==> config.mk <==
export PLATFORM = sky130hd
export DESIGN_NAME = rp_analog_top
export DESIGN_NICKNAME = d
export VERILOG_FILES = /design/src/hdl/rp_pkg.sv /design/src/hdl/adc_frontend.sv /design/src/hdl/loop_mux.sv /design/src/hdl/dac_backend.sv /design/src/hdl/pdm_dac.sv /design/src/hdl/gpio_mux.sv /design/src/hdl/mgmt_regs.sv /design/src/hdl/rp_analog_top.sv
export VERILOG_INCLUDE_DIRS = /design/src /design/src/hdl
export SDC_FILE = /design/constraint.sdc
export NUM_CORES = 1
export LEC_CHECK = 0
export ABC_CLOCK_PERIOD_IN_PS = 8500
export BUFFER_PORTS_ARGS = -buffer_cell sky130_fd_sc_hd__clkbuf_2
export CORE_MARGIN = 2
export CORE_UTILIZATION = 35
export DETAILED_ROUTE_END_ITERATION = 6
export PLACE_DENSITY = 0.71
export SYNTH_ARGS = -nofsm -noshare
export SYNTH_HDL_FRONTEND = slang
export SYNTH_SLANG_ARGS = --single-unit
==> constraint.sdc <==
create_clock -name adc_clk -period 8.5 [get_ports adc_clk]
set_input_delay 0.85 -clock adc_clk [delete_from_list [all_inputs] [get_ports adc_clk]]
set_output_delay 0.85 -clock adc_clk [all_outputs]
set_load 0.01 [all_outputs]
==> src/hdl/rp_params.svh <==
/*
  widths and channel counts for the analog front end
  PDM period and configuration register map
*/

`ifndef RP_PARAMS_SVH
`define RP_PARAMS_SVH

// channel counts
`define RP_ADC_CH 2
`define RP_DAC_CH 2
`define RP_PDM_CH 4

// sample and word widths
`define RP_ADC_DW 16
`define RP_DAC_DW 14
`define RP_GPIO_W 16
`define RP_PDM_DW 8

// pdm period in cycles
`define RP_PDM_RANGE 255

// config bus address width and register map
`define RP_CFG_AW 3
`define RP_REG_LOOP 0
`define RP_REG_IOM 1
`define RP_REG_PDM0 2

`endif

==> src/hdl/rp_pkg.sv <==
/*
  shared data types for the analog front end
  samples, gpio words, pdm values, loop bits, config data
*/

`include "rp_params.svh"

package rp_pkg;

  // signed scope sample, 16 bit converter width
  typedef logic signed [`RP_ADC_DW-1:0] adc_sample_t;

  // signed generator sample as sent to the DAC
  typedef logic signed [`RP_DAC_DW-1:0] dac_sample_t;

  // expansion connector word, n and p rows together
  typedef logic [`RP_GPIO_W-1:0] gpio_t;

  // pdm duty value
  typedef logic [`RP_PDM_DW-1:0] pdm_val_t;

  // one loopback enable per channel
  typedef logic [`RP_DAC_CH-1:0] loop_t;

  // config bus data word
  typedef logic [15:0] cfg_data_t;

endpackage : rp_pkg

==> src/hdl/adc_frontend.sv <==
/*
  ADC capture stage
  input register per channel, then negative slope to two's complement
*/

`include "rp_params.svh"

module adc_frontend (
  input  logic                                     adc_clk,
  input  logic                                     top_rst,
  input  rp_pkg::adc_sample_t [`RP_ADC_CH-1:0]     adc_dat_i,
  output rp_pkg::adc_sample_t [`RP_ADC_CH-1:0]     adc_smp_o
);

  // raw codes straight off the pins
  rp_pkg::adc_sample_t [`RP_ADC_CH-1:0] adc_raw;

  // io registers, lowest 2 bits stay reserved for 16 bit parts
  always_ff @(posedge adc_clk, posedge top_rst) begin
    if (top_rst) begin
      adc_raw <= '0;
    end else begin
      adc_raw <= adc_dat_i;
    end
  end

  // sign kept, magnitude bits flipped
  always_comb begin
    for (int i = 0; i < `RP_ADC_CH; i++) begin
      adc_smp_o[i] = {adc_raw[i][`RP_ADC_DW-1], ~adc_raw[i][`RP_ADC_DW-2:0]};
    end
  end

endmodule : adc_frontend

==> src/hdl/loop_mux.sv <==
/*
  generator to scope loopback switch
  per channel source select into the scope path
  DAC strobe gating for channels in loopback
*/

`include "rp_params.svh"

module loop_mux (
  input  logic                                     adc_clk,
  input  logic                                     top_rst,
  input  rp_pkg::loop_t                            loop_i,
  input  rp_pkg::adc_sample_t [`RP_ADC_CH-1:0]     adc_smp_i,
  input  rp_pkg::dac_sample_t [`RP_DAC_CH-1:0]     gen_dat_i,
  input  logic                [`RP_DAC_CH-1:0]     gen_vld_i,
  output logic                [`RP_DAC_CH-1:0]     dac_vld_o,
  output rp_pkg::adc_sample_t [`RP_ADC_CH-1:0]     osc_dat_o
);

  // generator samples widened to scope format
  rp_pkg::adc_sample_t [`RP_ADC_CH-1:0] gen_wide;

  ////////////////////////////////////////
  // 14 bit generator into 16 bit scope
  ////////////////////////////////////////

  always_comb begin
    for (int i = 0; i < `RP_ADC_CH; i++) begin
      // sign extend first, then one bit up
      gen_wide[i] = rp_pkg::adc_sample_t'(gen_dat_i[i]) <<< 1;
    end
  end

  // scope input register, one cycle
  always_ff @(posedge adc_clk, posedge top_rst) begin
    if (top_rst) begin
      osc_dat_o <= '0;
    end else begin
      for (int i = 0; i < `RP_ADC_CH; i++) begin
        osc_dat_o[i] <= loop_i[i] ? gen_wide[i] : adc_smp_i[i];
      end
    end
  end

  ////////////////////////////////////////
  // DAC strobe
  ////////////////////////////////////////

  // looped channel freezes its DAC code
  assign dac_vld_o = gen_vld_i & ~loop_i;

endmodule : loop_mux

==> src/hdl/dac_backend.sv <==
/*
  DAC output stage
  per channel holding register with offset code conversion
  two channel interleave onto one bus with select line
*/

`include "rp_params.svh"

module dac_backend (
  input  logic                                     adc_clk,
  input  logic                                     top_rst,
  input  rp_pkg::dac_sample_t [`RP_DAC_CH-1:0]     gen_dat_i,
  input  logic                [`RP_DAC_CH-1:0]     dac_vld_i,
  output logic                [`RP_DAC_DW-1:0]     dac_dat_o,
  output logic                                     dac_sel_o
);

  // mid scale code sits at 0 V on the converter
  localparam logic [`RP_DAC_DW-1:0] dac_mid = `RP_DAC_DW'((1 << (`RP_DAC_DW-1)) - 1);

  // held codes, one per channel
  logic [`RP_DAC_DW-1:0] dac_raw [`RP_DAC_CH];

  // signed to offset binary, negative slope
  always_ff @(posedge adc_clk, posedge top_rst) begin
    if (top_rst) begin
      for (int i = 0; i < `RP_DAC_CH; i++) begin
        dac_raw[i] <= dac_mid;
      end
    end else begin
      for (int i = 0; i < `RP_DAC_CH; i++) begin
        if (dac_vld_i[i]) begin
          dac_raw[i] <= {gen_dat_i[i][`RP_DAC_DW-1], ~gen_dat_i[i][`RP_DAC_DW-2:0]};
        end
      end
    end
  end

  ////////////////////////////////////////
  // interleave
  ////////////////////////////////////////

  // select flips each cycle
  // bus carries the channel that sel will mark next
  always_ff @(posedge adc_clk, posedge top_rst) begin
    if (top_rst) begin
      dac_sel_o <= 1'b0;
      dac_dat_o <= '0;
    end else begin
      dac_sel_o <= ~dac_sel_o;
      dac_dat_o <= dac_sel_o ? dac_raw[0] : dac_raw[1];
    end
  end

  // converter expects strict alternation
  // first edge out of reset has no toggled predecessor
  a_sel_toggle : assert property (
    @(posedge adc_clk) disable iff (top_rst)
      !$past(top_rst) |-> dac_sel_o != $past(dac_sel_o)
  );

endmodule : dac_backend

==> src/hdl/pdm_dac.sv <==
/*
  pulse density modulator, four channels
  accumulator with fixed 255 cycle period
*/

`include "rp_params.svh"

module pdm_dac (
  input  logic                                     adc_clk,
  input  logic                                     top_rst,
  input  rp_pkg::pdm_val_t    [`RP_PDM_CH-1:0]     pdm_val_i,
  output logic                [`RP_PDM_CH-1:0]     pdm_o
);

  // range at sum width
  localparam logic [`RP_PDM_DW:0] pdm_rng = (`RP_PDM_DW+1)'(`RP_PDM_RANGE);

  // accumulators, always below range
  rp_pkg::pdm_val_t acc_q [`RP_PDM_CH];
  // one extra bit for the carry
  logic [`RP_PDM_DW:0] acc_sum [`RP_PDM_CH];
  logic [`RP_PDM_DW:0] acc_nxt [`RP_PDM_CH];
  logic [`RP_PDM_CH-1:0] acc_hit;

  always_comb begin
    for (int i = 0; i < `RP_PDM_CH; i++) begin
      acc_sum[i] = {1'b0, acc_q[i]} + {1'b0, pdm_val_i[i]};
      acc_hit[i] = acc_sum[i] >= pdm_rng;
      // wrap back by one period on a pulse
      acc_nxt[i] = acc_hit[i] ? acc_sum[i] - pdm_rng : acc_sum[i];
    end
  end

  always_ff @(posedge adc_clk, posedge top_rst) begin
    if (top_rst) begin
      for (int i = 0; i < `RP_PDM_CH; i++) begin
        acc_q[i] <= '0;
      end
      pdm_o <= '0;
    end else begin
      for (int i = 0; i < `RP_PDM_CH; i++) begin
        acc_q[i] <= acc_nxt[i][`RP_PDM_DW-1:0];
      end
      pdm_o <= acc_hit;
    end
  end

  // ones per period only exact while the remainder fits
  for (genvar i = 0; i < `RP_PDM_CH; i++) begin : g_acc_chk
    a_acc_range : assert property (
      @(posedge adc_clk) disable iff (top_rst) acc_q[i] < `RP_PDM_RANGE
    );
  end

endmodule : pdm_dac

==> src/hdl/gpio_mux.sv <==
/*
  expansion connector mux
  per bit select between processor GPIO and logic generator
  registered pin drive, two stage input capture
*/

`include "rp_params.svh"

module gpio_mux (
  input  logic          adc_clk,
  input  logic          top_rst,
  input  rp_pkg::gpio_t iom_i,
  input  rp_pkg::gpio_t ps_gpio_o_i,
  input  rp_pkg::gpio_t ps_gpio_oe_i,
  input  rp_pkg::gpio_t lg_dat_i,
  input  rp_pkg::gpio_t lg_oe_i,
  output rp_pkg::gpio_t ps_gpio_i_o,
  input  rp_pkg::gpio_t exp_i,
  output rp_pkg::gpio_t exp_o,
  output rp_pkg::gpio_t exp_oe_o,
  output rp_pkg::gpio_t la_dat_o
);

  // input capture stages
  rp_pkg::gpio_t exp_s1;
  rp_pkg::gpio_t exp_s2;

  // mode bit 0 ps gpio, 1 logic generator
  always_ff @(posedge adc_clk, posedge top_rst) begin
    if (top_rst) begin
      exp_o    <= '0;
      exp_oe_o <= '0;
    end else begin
      exp_o    <= (~iom_i & ps_gpio_o_i)  | (iom_i & lg_dat_i);
      exp_oe_o <= (~iom_i & ps_gpio_oe_i) | (iom_i & lg_oe_i);
    end
  end

  // two stage pipelined input capture
  always_ff @(posedge adc_clk, posedge top_rst) begin
    if (top_rst) begin
      exp_s1 <= '0;
      exp_s2 <= '0;
    end else begin
      exp_s1 <= exp_i;
      exp_s2 <= exp_s1;
    end
  end

  // same sample to cpu and analyzer
  assign ps_gpio_i_o = exp_s2;
  assign la_dat_o    = exp_s2;

endmodule : gpio_mux

==> src/hdl/mgmt_regs.sv <==
/*
  configuration register bank
  loop bits, gpio mode, pdm values
  write strobe, registered read back
*/

`include "rp_params.svh"

module mgmt_regs (
  input  logic                                     adc_clk,
  input  logic                                     top_rst,
  input  logic                                     cfg_we_i,
  input  logic                [`RP_CFG_AW-1:0]     cfg_addr_i,
  input  rp_pkg::cfg_data_t                        cfg_wdata_i,
  output rp_pkg::cfg_data_t                        cfg_rdata_o,
  output rp_pkg::loop_t                            loop_o,
  output rp_pkg::gpio_t                            iom_o,
  output rp_pkg::pdm_val_t    [`RP_PDM_CH-1:0]     pdm_val_o
);

  // read mux result before the output register
  rp_pkg::cfg_data_t rd_mux;

  ////////////////////////////////////////
  // write side
  ////////////////////////////////////////

  always_ff @(posedge adc_clk, posedge top_rst) begin
    if (top_rst) begin
      loop_o    <= '0;
      iom_o     <= '0;
      pdm_val_o <= '0;
    end else if (cfg_we_i) begin
      if (cfg_addr_i == `RP_REG_LOOP) begin
        loop_o <= cfg_wdata_i[`RP_DAC_CH-1:0];
      end
      if (cfg_addr_i == `RP_REG_IOM) begin
        iom_o <= cfg_wdata_i[`RP_GPIO_W-1:0];
      end
      // pdm channels at consecutive addresses
      for (int n = 0; n < `RP_PDM_CH; n++) begin
        if (cfg_addr_i == (`RP_REG_PDM0 + n)) begin
          pdm_val_o[n] <= cfg_wdata_i[`RP_PDM_DW-1:0];
        end
      end
    end
  end

  ////////////////////////////////////////
  // read side
  ////////////////////////////////////////

  // unused bits and holes read zero
  always_comb begin
    rd_mux = '0;
    if (cfg_addr_i == `RP_REG_LOOP) begin
      rd_mux = rp_pkg::cfg_data_t'(loop_o);
    end
    if (cfg_addr_i == `RP_REG_IOM) begin
      rd_mux = rp_pkg::cfg_data_t'(iom_o);
    end
    for (int n = 0; n < `RP_PDM_CH; n++) begin
      if (cfg_addr_i == (`RP_REG_PDM0 + n)) begin
        rd_mux = rp_pkg::cfg_data_t'(pdm_val_o[n]);
      end
    end
  end

  always_ff @(posedge adc_clk, posedge top_rst) begin
    if (top_rst) begin
      cfg_rdata_o <= '0;
    end else begin
      cfg_rdata_o <= rd_mux;
    end
  end

  // a write to an unknown address would corrupt any register
  a_addr_known : assert property (
    @(posedge adc_clk) disable iff (top_rst) cfg_we_i |-> !$isunknown(cfg_addr_i)
  );

endmodule : mgmt_regs

==> src/hdl/rp_analog_top.sv <==
/*
  analog and digital front end top level
  ADC capture, loopback, DAC interleave, PDM, expansion GPIO
  configuration bank
*/

`include "rp_params.svh"

module rp_analog_top (
  input  logic                                     adc_clk,
  input  logic                                     top_rst,
  // config bus
  input  logic                                     cfg_we_i,
  input  logic                [`RP_CFG_AW-1:0]     cfg_addr_i,
  input  rp_pkg::cfg_data_t                        cfg_wdata_i,
  output rp_pkg::cfg_data_t                        cfg_rdata_o,
  // ADC and scope
  input  rp_pkg::adc_sample_t [`RP_ADC_CH-1:0]     adc_dat_i,
  output rp_pkg::adc_sample_t [`RP_ADC_CH-1:0]     osc_dat_o,
  // generator and DAC
  input  rp_pkg::dac_sample_t [`RP_DAC_CH-1:0]     gen_dat_i,
  input  logic                [`RP_DAC_CH-1:0]     gen_vld_i,
  output logic                [`RP_DAC_DW-1:0]     dac_dat_o,
  output logic                                     dac_sel_o,
  // pdm pins
  output logic                [`RP_PDM_CH-1:0]     pdm_o,
  // expansion connector
  input  rp_pkg::gpio_t                            ps_gpio_o_i,
  input  rp_pkg::gpio_t                            ps_gpio_oe_i,
  output rp_pkg::gpio_t                            ps_gpio_i_o,
  input  rp_pkg::gpio_t                            lg_dat_i,
  input  rp_pkg::gpio_t                            lg_oe_i,
  input  rp_pkg::gpio_t                            exp_i,
  output rp_pkg::gpio_t                            exp_o,
  output rp_pkg::gpio_t                            exp_oe_o,
  output rp_pkg::gpio_t                            la_dat_o
);

  // config outputs
  rp_pkg::loop_t                        cfg_loop;
  rp_pkg::gpio_t                        cfg_iom;
  rp_pkg::pdm_val_t [`RP_PDM_CH-1:0]    cfg_pdm;
  // converted adc samples
  rp_pkg::adc_sample_t [`RP_ADC_CH-1:0] adc_smp;
  // gated generator strobe
  logic [`RP_DAC_CH-1:0]                dac_vld;

  ////////////////////////////////////////
  // management
  ////////////////////////////////////////

  mgmt_regs i_mgmt (
    .adc_clk     (adc_clk),
    .top_rst     (top_rst),
    .cfg_we_i    (cfg_we_i),
    .cfg_addr_i  (cfg_addr_i),
    .cfg_wdata_i (cfg_wdata_i),
    .cfg_rdata_o (cfg_rdata_o),
    .loop_o      (cfg_loop),
    .iom_o       (cfg_iom),
    .pdm_val_o   (cfg_pdm)
  );

  ////////////////////////////////////////
  // analog paths
  ////////////////////////////////////////

  adc_frontend i_adc (
    .adc_clk   (adc_clk),
    .top_rst   (top_rst),
    .adc_dat_i (adc_dat_i),
    .adc_smp_o (adc_smp)
  );

  loop_mux i_loop (
    .adc_clk   (adc_clk),
    .top_rst   (top_rst),
    .loop_i    (cfg_loop),
    .adc_smp_i (adc_smp),
    .gen_dat_i (gen_dat_i),
    .gen_vld_i (gen_vld_i),
    .dac_vld_o (dac_vld),
    .osc_dat_o (osc_dat_o)
  );

  dac_backend i_dac (
    .adc_clk   (adc_clk),
    .top_rst   (top_rst),
    .gen_dat_i (gen_dat_i),
    .dac_vld_i (dac_vld),
    .dac_dat_o (dac_dat_o),
    .dac_sel_o (dac_sel_o)
  );

  pdm_dac i_pdm (
    .adc_clk   (adc_clk),
    .top_rst   (top_rst),
    .pdm_val_i (cfg_pdm),
    .pdm_o     (pdm_o)
  );

  ////////////////////////////////////////
  // expansion gpio
  ////////////////////////////////////////

  gpio_mux i_gpio (
    .adc_clk      (adc_clk),
    .top_rst      (top_rst),
    .iom_i        (cfg_iom),
    .ps_gpio_o_i  (ps_gpio_o_i),
    .ps_gpio_oe_i (ps_gpio_oe_i),
    .lg_dat_i     (lg_dat_i),
    .lg_oe_i      (lg_oe_i),
    .ps_gpio_i_o  (ps_gpio_i_o),
    .exp_i        (exp_i),
    .exp_o        (exp_o),
    .exp_oe_o     (exp_oe_o),
    .la_dat_o     (la_dat_o)
  );

endmodule : rp_analog_top

; ---- Word-level counts from Yosys, hierarchy flattened
; Index checks and enable logic that the tools add are counted.
[word_totals]
ff_bits = 273
latch_bits = 0
mem_bits_rw = 0
romBits = 0
input_bits = 164
out_inout_bits = 131
elab_cells = 75
mem_count = 0
[classes]
add_sub_neg = 8
multipliers = 0
div = 0
n_lt_le_gt_ge = 4
n_eq_ne = 5
shifts = 0
muxes = 13
bitwise_logic = 14
reduce_logical = 7
[ops]
columns = cell, n
row1 = $mux 16, 7
row2 = $and 16x16->16, 4
row3 = $add 8x8->9, 4
row4 = $ge 9x8->1 const B, 4
row5 = $mux 8, 4
row6 = $or 16x16->16, 2
row7 = $sub 8x8->8 const B, 4
row8 = $not 15->15, 2
row9 = $not 13->13, 2
row10 = $not 16->16, 1
row11 = $mux 14, 1
row12 = $reduce_and 2->1, 6
row13 = $eq 3x2->1 const B, 2
row14 = $eq 3x3->1 const B, 2
row15 = $eq 3x1->1 const B, 1
row16 = $logic_not 3->1, 1
row17 = $and 2x2->2, 1
row18 = $mux 2, 1
row19 = $not 2->2, 1
row20 = $not 1->1, 1

; ---- Longest topological paths before layout
; Gate-level depths: netlist (run 1).
[logic_depth]
word_depth = 7
depth_mapped = 9
depth_no_buf = 8

; ---- Cells and area by module
; Synthesis (run 1) repeated with hierarchy kept, for this count alone.
[hier_totals]
cells_unflattened = 893
area_unflattened_um2 = 11974.0
[modules_own_cells]
columns = module, instances, cells_each, area_per_inst_um2, seq_area_each_um2
row1 = pdm_dac, 1, 342, 3205.6, 900.9
row2 = mgmt_regs, 1, 180, 2733.9, 1651.6
row3 = gpio_mux, 1, 113, 2183.3, 1601.5
row4 = dac_backend, 1, 122, 1619.1, 1108.6
row5 = loop_mux, 1, 71, 1300.0, 800.8
row6 = adc_frontend, 1, 65, 932.1, 800.8

; ---- Worst setup path after synthesis (run 1)
; Ideal clock, no wire load.
[synth_path]
kind = register to register
start = register i_mgmt.pdm_val_o[8] (netlist bit)
end = register i_pdm.acc_q[17] (netlist bit)
setup_time_ns = 0.125
t_arrival_ns = 2.613
t_required_ns = 8.375
setup_slack_ns = 5.762
stages_incl_launch_ff = 9
path_buffers = 0
period_less_slack_ns = 2.738
path_cell_list = dfrtp_1 -> ha_1 -> fa_1 -> a21o_1 -> a21oi_1 -> xor2_1 -> or4b_4 -> o31a_1 -> mux2_4
[synth_rtl]
columns = item, line_no
row1 = "start, declared", mgmt_regs.sv:18  ; output rp_pkg::pdm_val_t [`RP_PDM_CH-1:0] pdm_val_o
row2 = "start signal, assigned by index", mgmt_regs.sv:43  ; pdm_val_o[n] <= cfg_wdata_i[`RP_PDM_DW-1:0];
row3 = "end signal, assigned by index", pdm_dac.sv:42  ; acc_q[i] <= acc_nxt[i][`RP_PDM_DW-1:0];
row4 = "end, declared", pdm_dac.sv:19  ; rp_pkg::pdm_val_t acc_q [`RP_PDM_CH];

; ---- Final worst setup path (run 1)
[layout_path]
start = input cfg_addr_i[0]
end = register i_mgmt.iom_o[8]
[layout_between]
elab_chain_len = 2
[layout_rtl]
columns = item, line_no
row1 = "start, declared", rp_analog_top.sv:14  ; input logic [`RP_CFG_AW-1:0] cfg_addr_i,
row2 = $eq 3x1->1 (no source line), --
row3 = $reduce_and 2->1 (no source line), --
row4 = "end signal, assigned", mgmt_regs.sv:38  ; iom_o <= cfg_wdata_i[`RP_GPIO_W-1:0];
row5 = "end, declared", mgmt_regs.sv:17  ; output rp_pkg::gpio_t iom_o,
; Every way passes these cells.
; A chain may end at the register's enable or synchronous reset.

==> results.toml, run 1 <==
[worst_hold_path]
hold_path_class = "reg2reg"
hold_end = "i_gpio.la_dat_o[11]"
holdCritStartpoint = "i_gpio.exp_s1[11]"
hold_depth = 0

[die]
die_y_um = 186
start_util = 0.356
die_area_um2 = 34600
die_w_um = 186
io_pins = 295
core-area_um2 = 32500
placementRows = 66

[timing]
setup_viol = 0
clock.fmax_mhz = 308
whs_ns = 0.347
slew_headroom = 0.299
rsz0062_at_grt = "false"
period_share = 0.382
hold_violations = 0
period_needed_ns = 3.24
fin_setup_tns_ns = 0
maxSlewViolCount = 0
skew_ns = 0.00880
worst_slew_pin_slew_ns = 1.04
setup_ws_ns = 5.26

[route]
num_vias = 8134
routed_via_density = 4.94
drt_iter0_markers = 369
post-route-drc-count = 0
antenna_left = 0
wl_um = 29600
wl_per_cell_um = 18.0
dr.pass1.iters = 4

[synthesis]
yosys_warnings = 0
netlist_area_um2 = 11600
ys.flop_type = "dfrtp_1"
synth_edf_count = 0
synthArstFlopShare = 1.00
avgSynthCellArea_um2 = 13.1
postSynthCellCount = 886
synth_seq_area_share = 0.592
synth-seq-cells = 273
yosysUniqueCellTypes = 75
syn-num-nets = 1090

[clock_tree]
cts_made_buffers = 31
htree_levels = 1
clk_latency_ns = 0.57
cts_resized = 0
clockBufferDepth = 3
cts_root_buffer = "clkbuf_16"
cts_tree = "yes"
clkSinkCount = 273
post_cts_buffers = 0
hold_buffers = 0
clkSlewWorstSetupHoldPaths_ns = 0.06

[placement]
io_buffer_count = 294
gp_congestion = 0.840
post-place-ws_ns = 4.67
dp.cells = 1586
dpl.hpwl_um = 22100

[setup_path]
reg2reg_from = "i_mgmt.pdm_val_o[24]"
worst_r2r_path_depth = 8
cp_data_arrival_time_ns = 3.69
worstPathMaxFanout = 21
cp-end-kind = "flip-flop"
required_ns = 8.95
regToRegEndpoint = "i_pdm.acc_q[4]"
worst_setup_path_start_kind = "input port"
critical_path_class = "in2reg"
rrSetupSlack_ns = 5.55

[global_route]
grt_max_degree = 152
antenna_found_initial = 2
grt_pass1_wl_um = 45100
grtUsageTotal = 0.167
grt_pass1_vias = 8387
grt_remaining_overflow = 0

[layout]
nFillCells = 2948
instances_no_fill = 1645
nNetsFinal = 1381
area_growth_pct = 26.3
layout_common_cells = "clkbuf_2 (294), dfrtp_1 (247), mux2_2 (109)"
drive_gt1_frac = 0.420
final_common_cell = "clkbuf_2"

[outcome]
status = "complete, no violations"

[flow_run]
cap_viol_max_count = 0

[power_and_ir_drop]
power_leakage_nw = 7.01
ir_worst_vdd_uv = 232
p_per_area_nw_per_um2 = 356
[critical path: stages]
cell	delay, ns
clkbuf_2	0.44
nor2b_1	0.52
nor2b_1	0.71
and2_1	0.75
mux2_2	0.41
[power breakdown]
part,switching [W],internal [W]
clock network,0.000561,0.000961
logic,0.00110,0.000838
registers,0.000157,0.00160
total,0.00182,0.00340
[metal layers]
metal | up-vias | part of all wire | GRT usage
met5 | - | 0.00030 | 0
met4 | 2 | 0.034 | 0.0517
met3 | 55 | 0.075 | 0.0346
met2 | 283 | 0.48 | 0.290
met1 | 4037 | 0.41 | 0.209
li1 | 3757 | - | -
[state kept, by name, summed over array words and instances (netlist names)]
name and cells:
i_loop.osc_dat_o 32, i_mgmt.pdm_val_o 32, i_pdm.acc_q 32, i_adc.adc_raw 30, i_dac.dac_raw 28, i_gpio.exp_o 16, i_gpio.exp_oe_o 16, i_gpio.exp_s1 16
i_gpio.la_dat_o 16, i_mgmt.cfg_rdata_o 16, i_mgmt.iom_o 16, i_dac.dac_dat_o 14, i_pdm.pdm_o 4, i_adc.adc_smp_o 2, i_mgmt.loop_o 2, i_dac.dac_sel_o 1
[cells by family after synthesis]
logic type                 count (synthesis)  synth area share
xor gates and xnor gates                  19            0.0144
adders and majority gates                 40            0.0458
buffers and inverters                     85            0.0331
muxes                                    148             0.142
AOI/OAI and AO/OA                        177             0.104
DFF                                      273             0.592
and+or+nand+nor                          144            0.0681
[cell usage after synthesis, drive strengths merged, types with 4 or more instances]
library cell,instances,area share
a21o,13,0.0084
a22oi,6,0.0039
nor3b,4,0.0026
and3,8,0.0043
mux2,110,0.11
buf,22,0.013
nand4,5,0.0027
nand2,46,0.015
o21ai,51,0.022
a21oi,27,0.012
inv,45,0.015
a211oi,5,0.0041
dfrtp,247,0.53
and2,12,0.0067
a2111oi,4,0.0046
dfstp,26,0.059
o22ai,9,0.0049
xnor2,9,0.0068
nor3,8,0.0035
o21a,7,0.0045
nor2b,8,0.0043
nand2b,8,0.0043
mux2i,36,0.031
ha,36,0.039
o31a,4,0.0030
nand3,13,0.0056
nor4b,4,0.0036
clkbuf,18,0.0058
o211ai,6,0.0043
a211o,5,0.0038
nor2,12,0.0039
a31oi,8,0.0043
xor2,10,0.0076
fa,4,0.0069
[how the worst max path moves through the flow]
stage / start / to
global placement: cfg_addr_i[0] / i_mgmt.iom_o[14]
finish: cfg_addr_i[0] / i_mgmt.iom_o[8]
floorplan: top_rst / i_adc.adc_raw[0]
CTS: cfg_addr_i[0] / i_mgmt.iom_o[3]
detailed placement: cfg_addr_i[0] / i_mgmt.iom_o[13]
global route: cfg_addr_i[0] / i_mgmt.iom_o[3]
[area by class of cell]
cell class | instances | area [um2] | area share
Antenna cell | 1 | 2.50 | 0.000171
Clock buffer | 39 | 856 | 0.0585
Clock inverter | 19 | 333 | 0.0227
Inverter | 45 | 176 | 0.0121
Multi-Input combinational cell | 528 | 4340 | 0.297
Sequential cell | 273 | 6860 | 0.469
Tap cell | 442 | 553 | 0.0378
Timing Repair Buffer | 298 | 1510 | 0.103
[through the flow]
step | area (um2) | utilization | total power [W]
after global routing | 14600 | 0.450 | 0.00557
after CTS | 14600 | 0.450 | 0.00525
after global placement | 13400 | 0.413 | 0.00363
final | 14600 | 0.450 | 0.00521
after detailed placement | 13400 | 0.413 | 0.00370
after floorplan | 11600 | - | 0.00319
(Power assumes the default switching activity.)
==> run 2, diff against run 1 <==
--- a/config.mk
+++ b/config.mk
@@ -6,7 +6,7 @@
 export SDC_FILE = /design/constraint.sdc
 export NUM_CORES = 1
 export LEC_CHECK = 0
-export ABC_CLOCK_PERIOD_IN_PS = 8500
+export ABC_CLOCK_PERIOD_IN_PS = 2700
 export BUFFER_PORTS_ARGS = -buffer_cell sky130_fd_sc_hd__clkbuf_2
 export CORE_MARGIN = 2
 export CORE_UTILIZATION = 35
==> constraint.sdc (replaced) <==
create_clock -name adc_clk -period 2.7 [get_ports adc_clk]
set_input_delay 0.27 -clock adc_clk [delete_from_list [all_inputs] [get_ports adc_clk]]
set_output_delay 0.27 -clock adc_clk [all_outputs]
set_load 0.01 [all_outputs]
==> run 2 against run 1 <==
Net effect:
- power increased to 3.3 times the previous value
- worst setup slack got worse by 5.2 ns
- critical path depth grew 3
- cell area grew 13%
- sequential cell count did not move
- combinational power grew to 3.7 times the previous value
- clock skew is 0.013 ns higher
- sequential power grew to 3.2 times the previous value
- register-to-register slack worse by 5.5 ns
- largest cell class unchanged
- highest routed layer is now met4
==> results.toml, run 2 (synthesized netlist as in run 1, its figures left out) <==
[flow_run]
cap_viol_max_count = 0

[placement]
dpl.hpwl_um = 23300
gp_congestion = 0.826
placed_area_um2 = 13800
io_buffer_count = 294

[power_and_ir_drop]
power_leakage_nw = 7.82
p_per_area_nw_per_um2 = 1040
ir_worst_vdd_uv = 769

[layout]
layout_common_cells = "clkbuf_2 (294), dfrtp_1 (247), dlygate4sd3_1 (149)"
n_antenna_cell = 0
nNetsFinal = 1571
top_regs = "i_loop.osc_dat_o (32), i_mgmt.pdm_val_o (32), i_pdm.acc_q (32)"
stdcell_area_um2 = 16500
drive_gt1_frac = 0.406
nFillCells = 2762
final_common_cell = "clkbuf_2"
area_growth_pct = 42.3

[timing]
hold_violations = 0
setup_viol = 0
worst_slew_pin_slew_ns = 0.909
whs_ns = 0.0537
slew_headroom = 0.392
skew_ns = 0.0222
maxSlewViolCount = 0
period_share = 0.988
clock.fmax_mhz = 375
period_needed_ns = 2.67
rsz0062_at_grt = "true"

[route]
drt_iter0_markers = 357
post-route-drc-count = 0
num_vias = 8934
wl_um = 34300
wl_per_cell_um = 18.7
antenna_left = 0
dr.pass1.iters = 5
routed_via_density = 4.88

[clock_tree]
cts_root_buffer = "clkbuf_16"
clkSlewWorstSetupHoldPaths_ns = 0.06
cts_tree = "yes"
clockBufferDepth = 3
clk_latency_ns = 0.57
clkSinkCount = 273
htree_levels = 1
cts_made_buffers = 30

[global_route]
grt_remaining_overflow = 0
grt_pass1_vias = 9621
antenna_found_initial = 0
grt_pass1_wl_um = 51800
grtUsageTotal = 0.193
grt_max_degree = 46

[die]
placementRows = 66
die_w_um = 186
die_area_um2 = 34600
die_y_um = 186
io_pins = 295
core-area_um2 = 32500
start_util = 0.356

[setup_path]
required_ns = 3.14
worst_r2r_path_depth = 8
worstPathMaxFanout = 4
cp_data_arrival_time_ns = 3.11
worst_setup_path_start_kind = "flip-flop"
critical_path_class = "reg2reg"
cp-end-kind = "flip-flop"

[worst_hold_path]
hold_depth = 2
hold_path_class = "in2reg"

[outcome]
status = "complete, no violations"
-- run 2: per-layer routing --
metal | track usage | vias up | wire length [um]
met1 | 0.227 | 4438 | 13500
met3 | 0.0499 | 54 | 2600
li1 | - | 4122 | -
met4 | 0.0435 | 0 | 616
met5 | 0 | - | 0
met2 | 0.350 | 320 | 17600
-- run 2: final timing paths --
kind	slack, ns	to	from
worst min register to register	0.35	i_gpio.la_dat_o[5]	i_gpio.exp_s1[5]
min in group asynchronous	0.45	i_gpio.la_dat_o[1]	top_rst
worst max-delay path	0.03	i_pdm.acc_q[9]	i_mgmt.pdm_val_o[16]
max in group asynchronous	1.48	i_dac.dac_raw[1]	top_rst
worst min-delay path	0.05	i_mgmt.iom_o[6]	cfg_wdata_i[6]
worst max register to register	0.03	i_pdm.acc_q[9]	i_mgmt.pdm_val_o[16]
-- run 2: cell type report --
cell class,count,area (um2),area share
Clock buffer,39,855,0.0518
Tap cell,442,553,0.0335
Clock inverter,15,210,0.0127
Inverter,45,173,0.0105
Sequential cell,273,6860,0.416
Multi-Input combinational cell,528,4470,0.271
Timing Repair Buffer,489,3370,0.204
-- run 2: critical path, cell delays in order, from the launching register on --
cell and delay (ns):
dfrtp_1 0.39, ha_1 0.24, fa_1 0.43, a21o_1 0.19, a21oi_1 0.24, xor2_2 0.30
nor4b_4 0.09, a31oi_2 0.29, mux2_2 0.37
-- run 2: power breakdown --
part / total [W] / switching, W / internal [W]
clock network: 0.00436 / 0.00174 / 0.00262
logic: 0.00719 / 0.00384 / 0.00335
registers: 0.00555 / 0.000514 / 0.00503
-- run 2: what timing repair did --
action / CTS / global route
gates cloned: 0 / 0
setup endpoints to repair: 2 / 27
gates resized for setup: 2 / 25
hold endpoints to repair: 166 / 0
setup buffers: 0 / 5
pin swaps: 1 / 8
hold buffers: 149 / 0
-- run 2: per-stage QoR --
step | setup TNS [ns] | power (W) | cells | worst slack (ns) | utilization
after detailed placement | 0 | 0.0120 | 1623 | 0.00453 | 0.423
final | 0 | 0.0171 | 1831 | 0.0324 | 0.507
after global routing | -0.380 | 0.0182 | 1831 | -0.121 | 0.507
after global placement | 0 | 0.0118 | 1623 | 0.0478 | 0.423
after CTS | 0 | 0.0167 | 1826 | 0.00589 | 0.502
after floorplan | -291.40 | 0.0101 | 886 | -1.16 | -
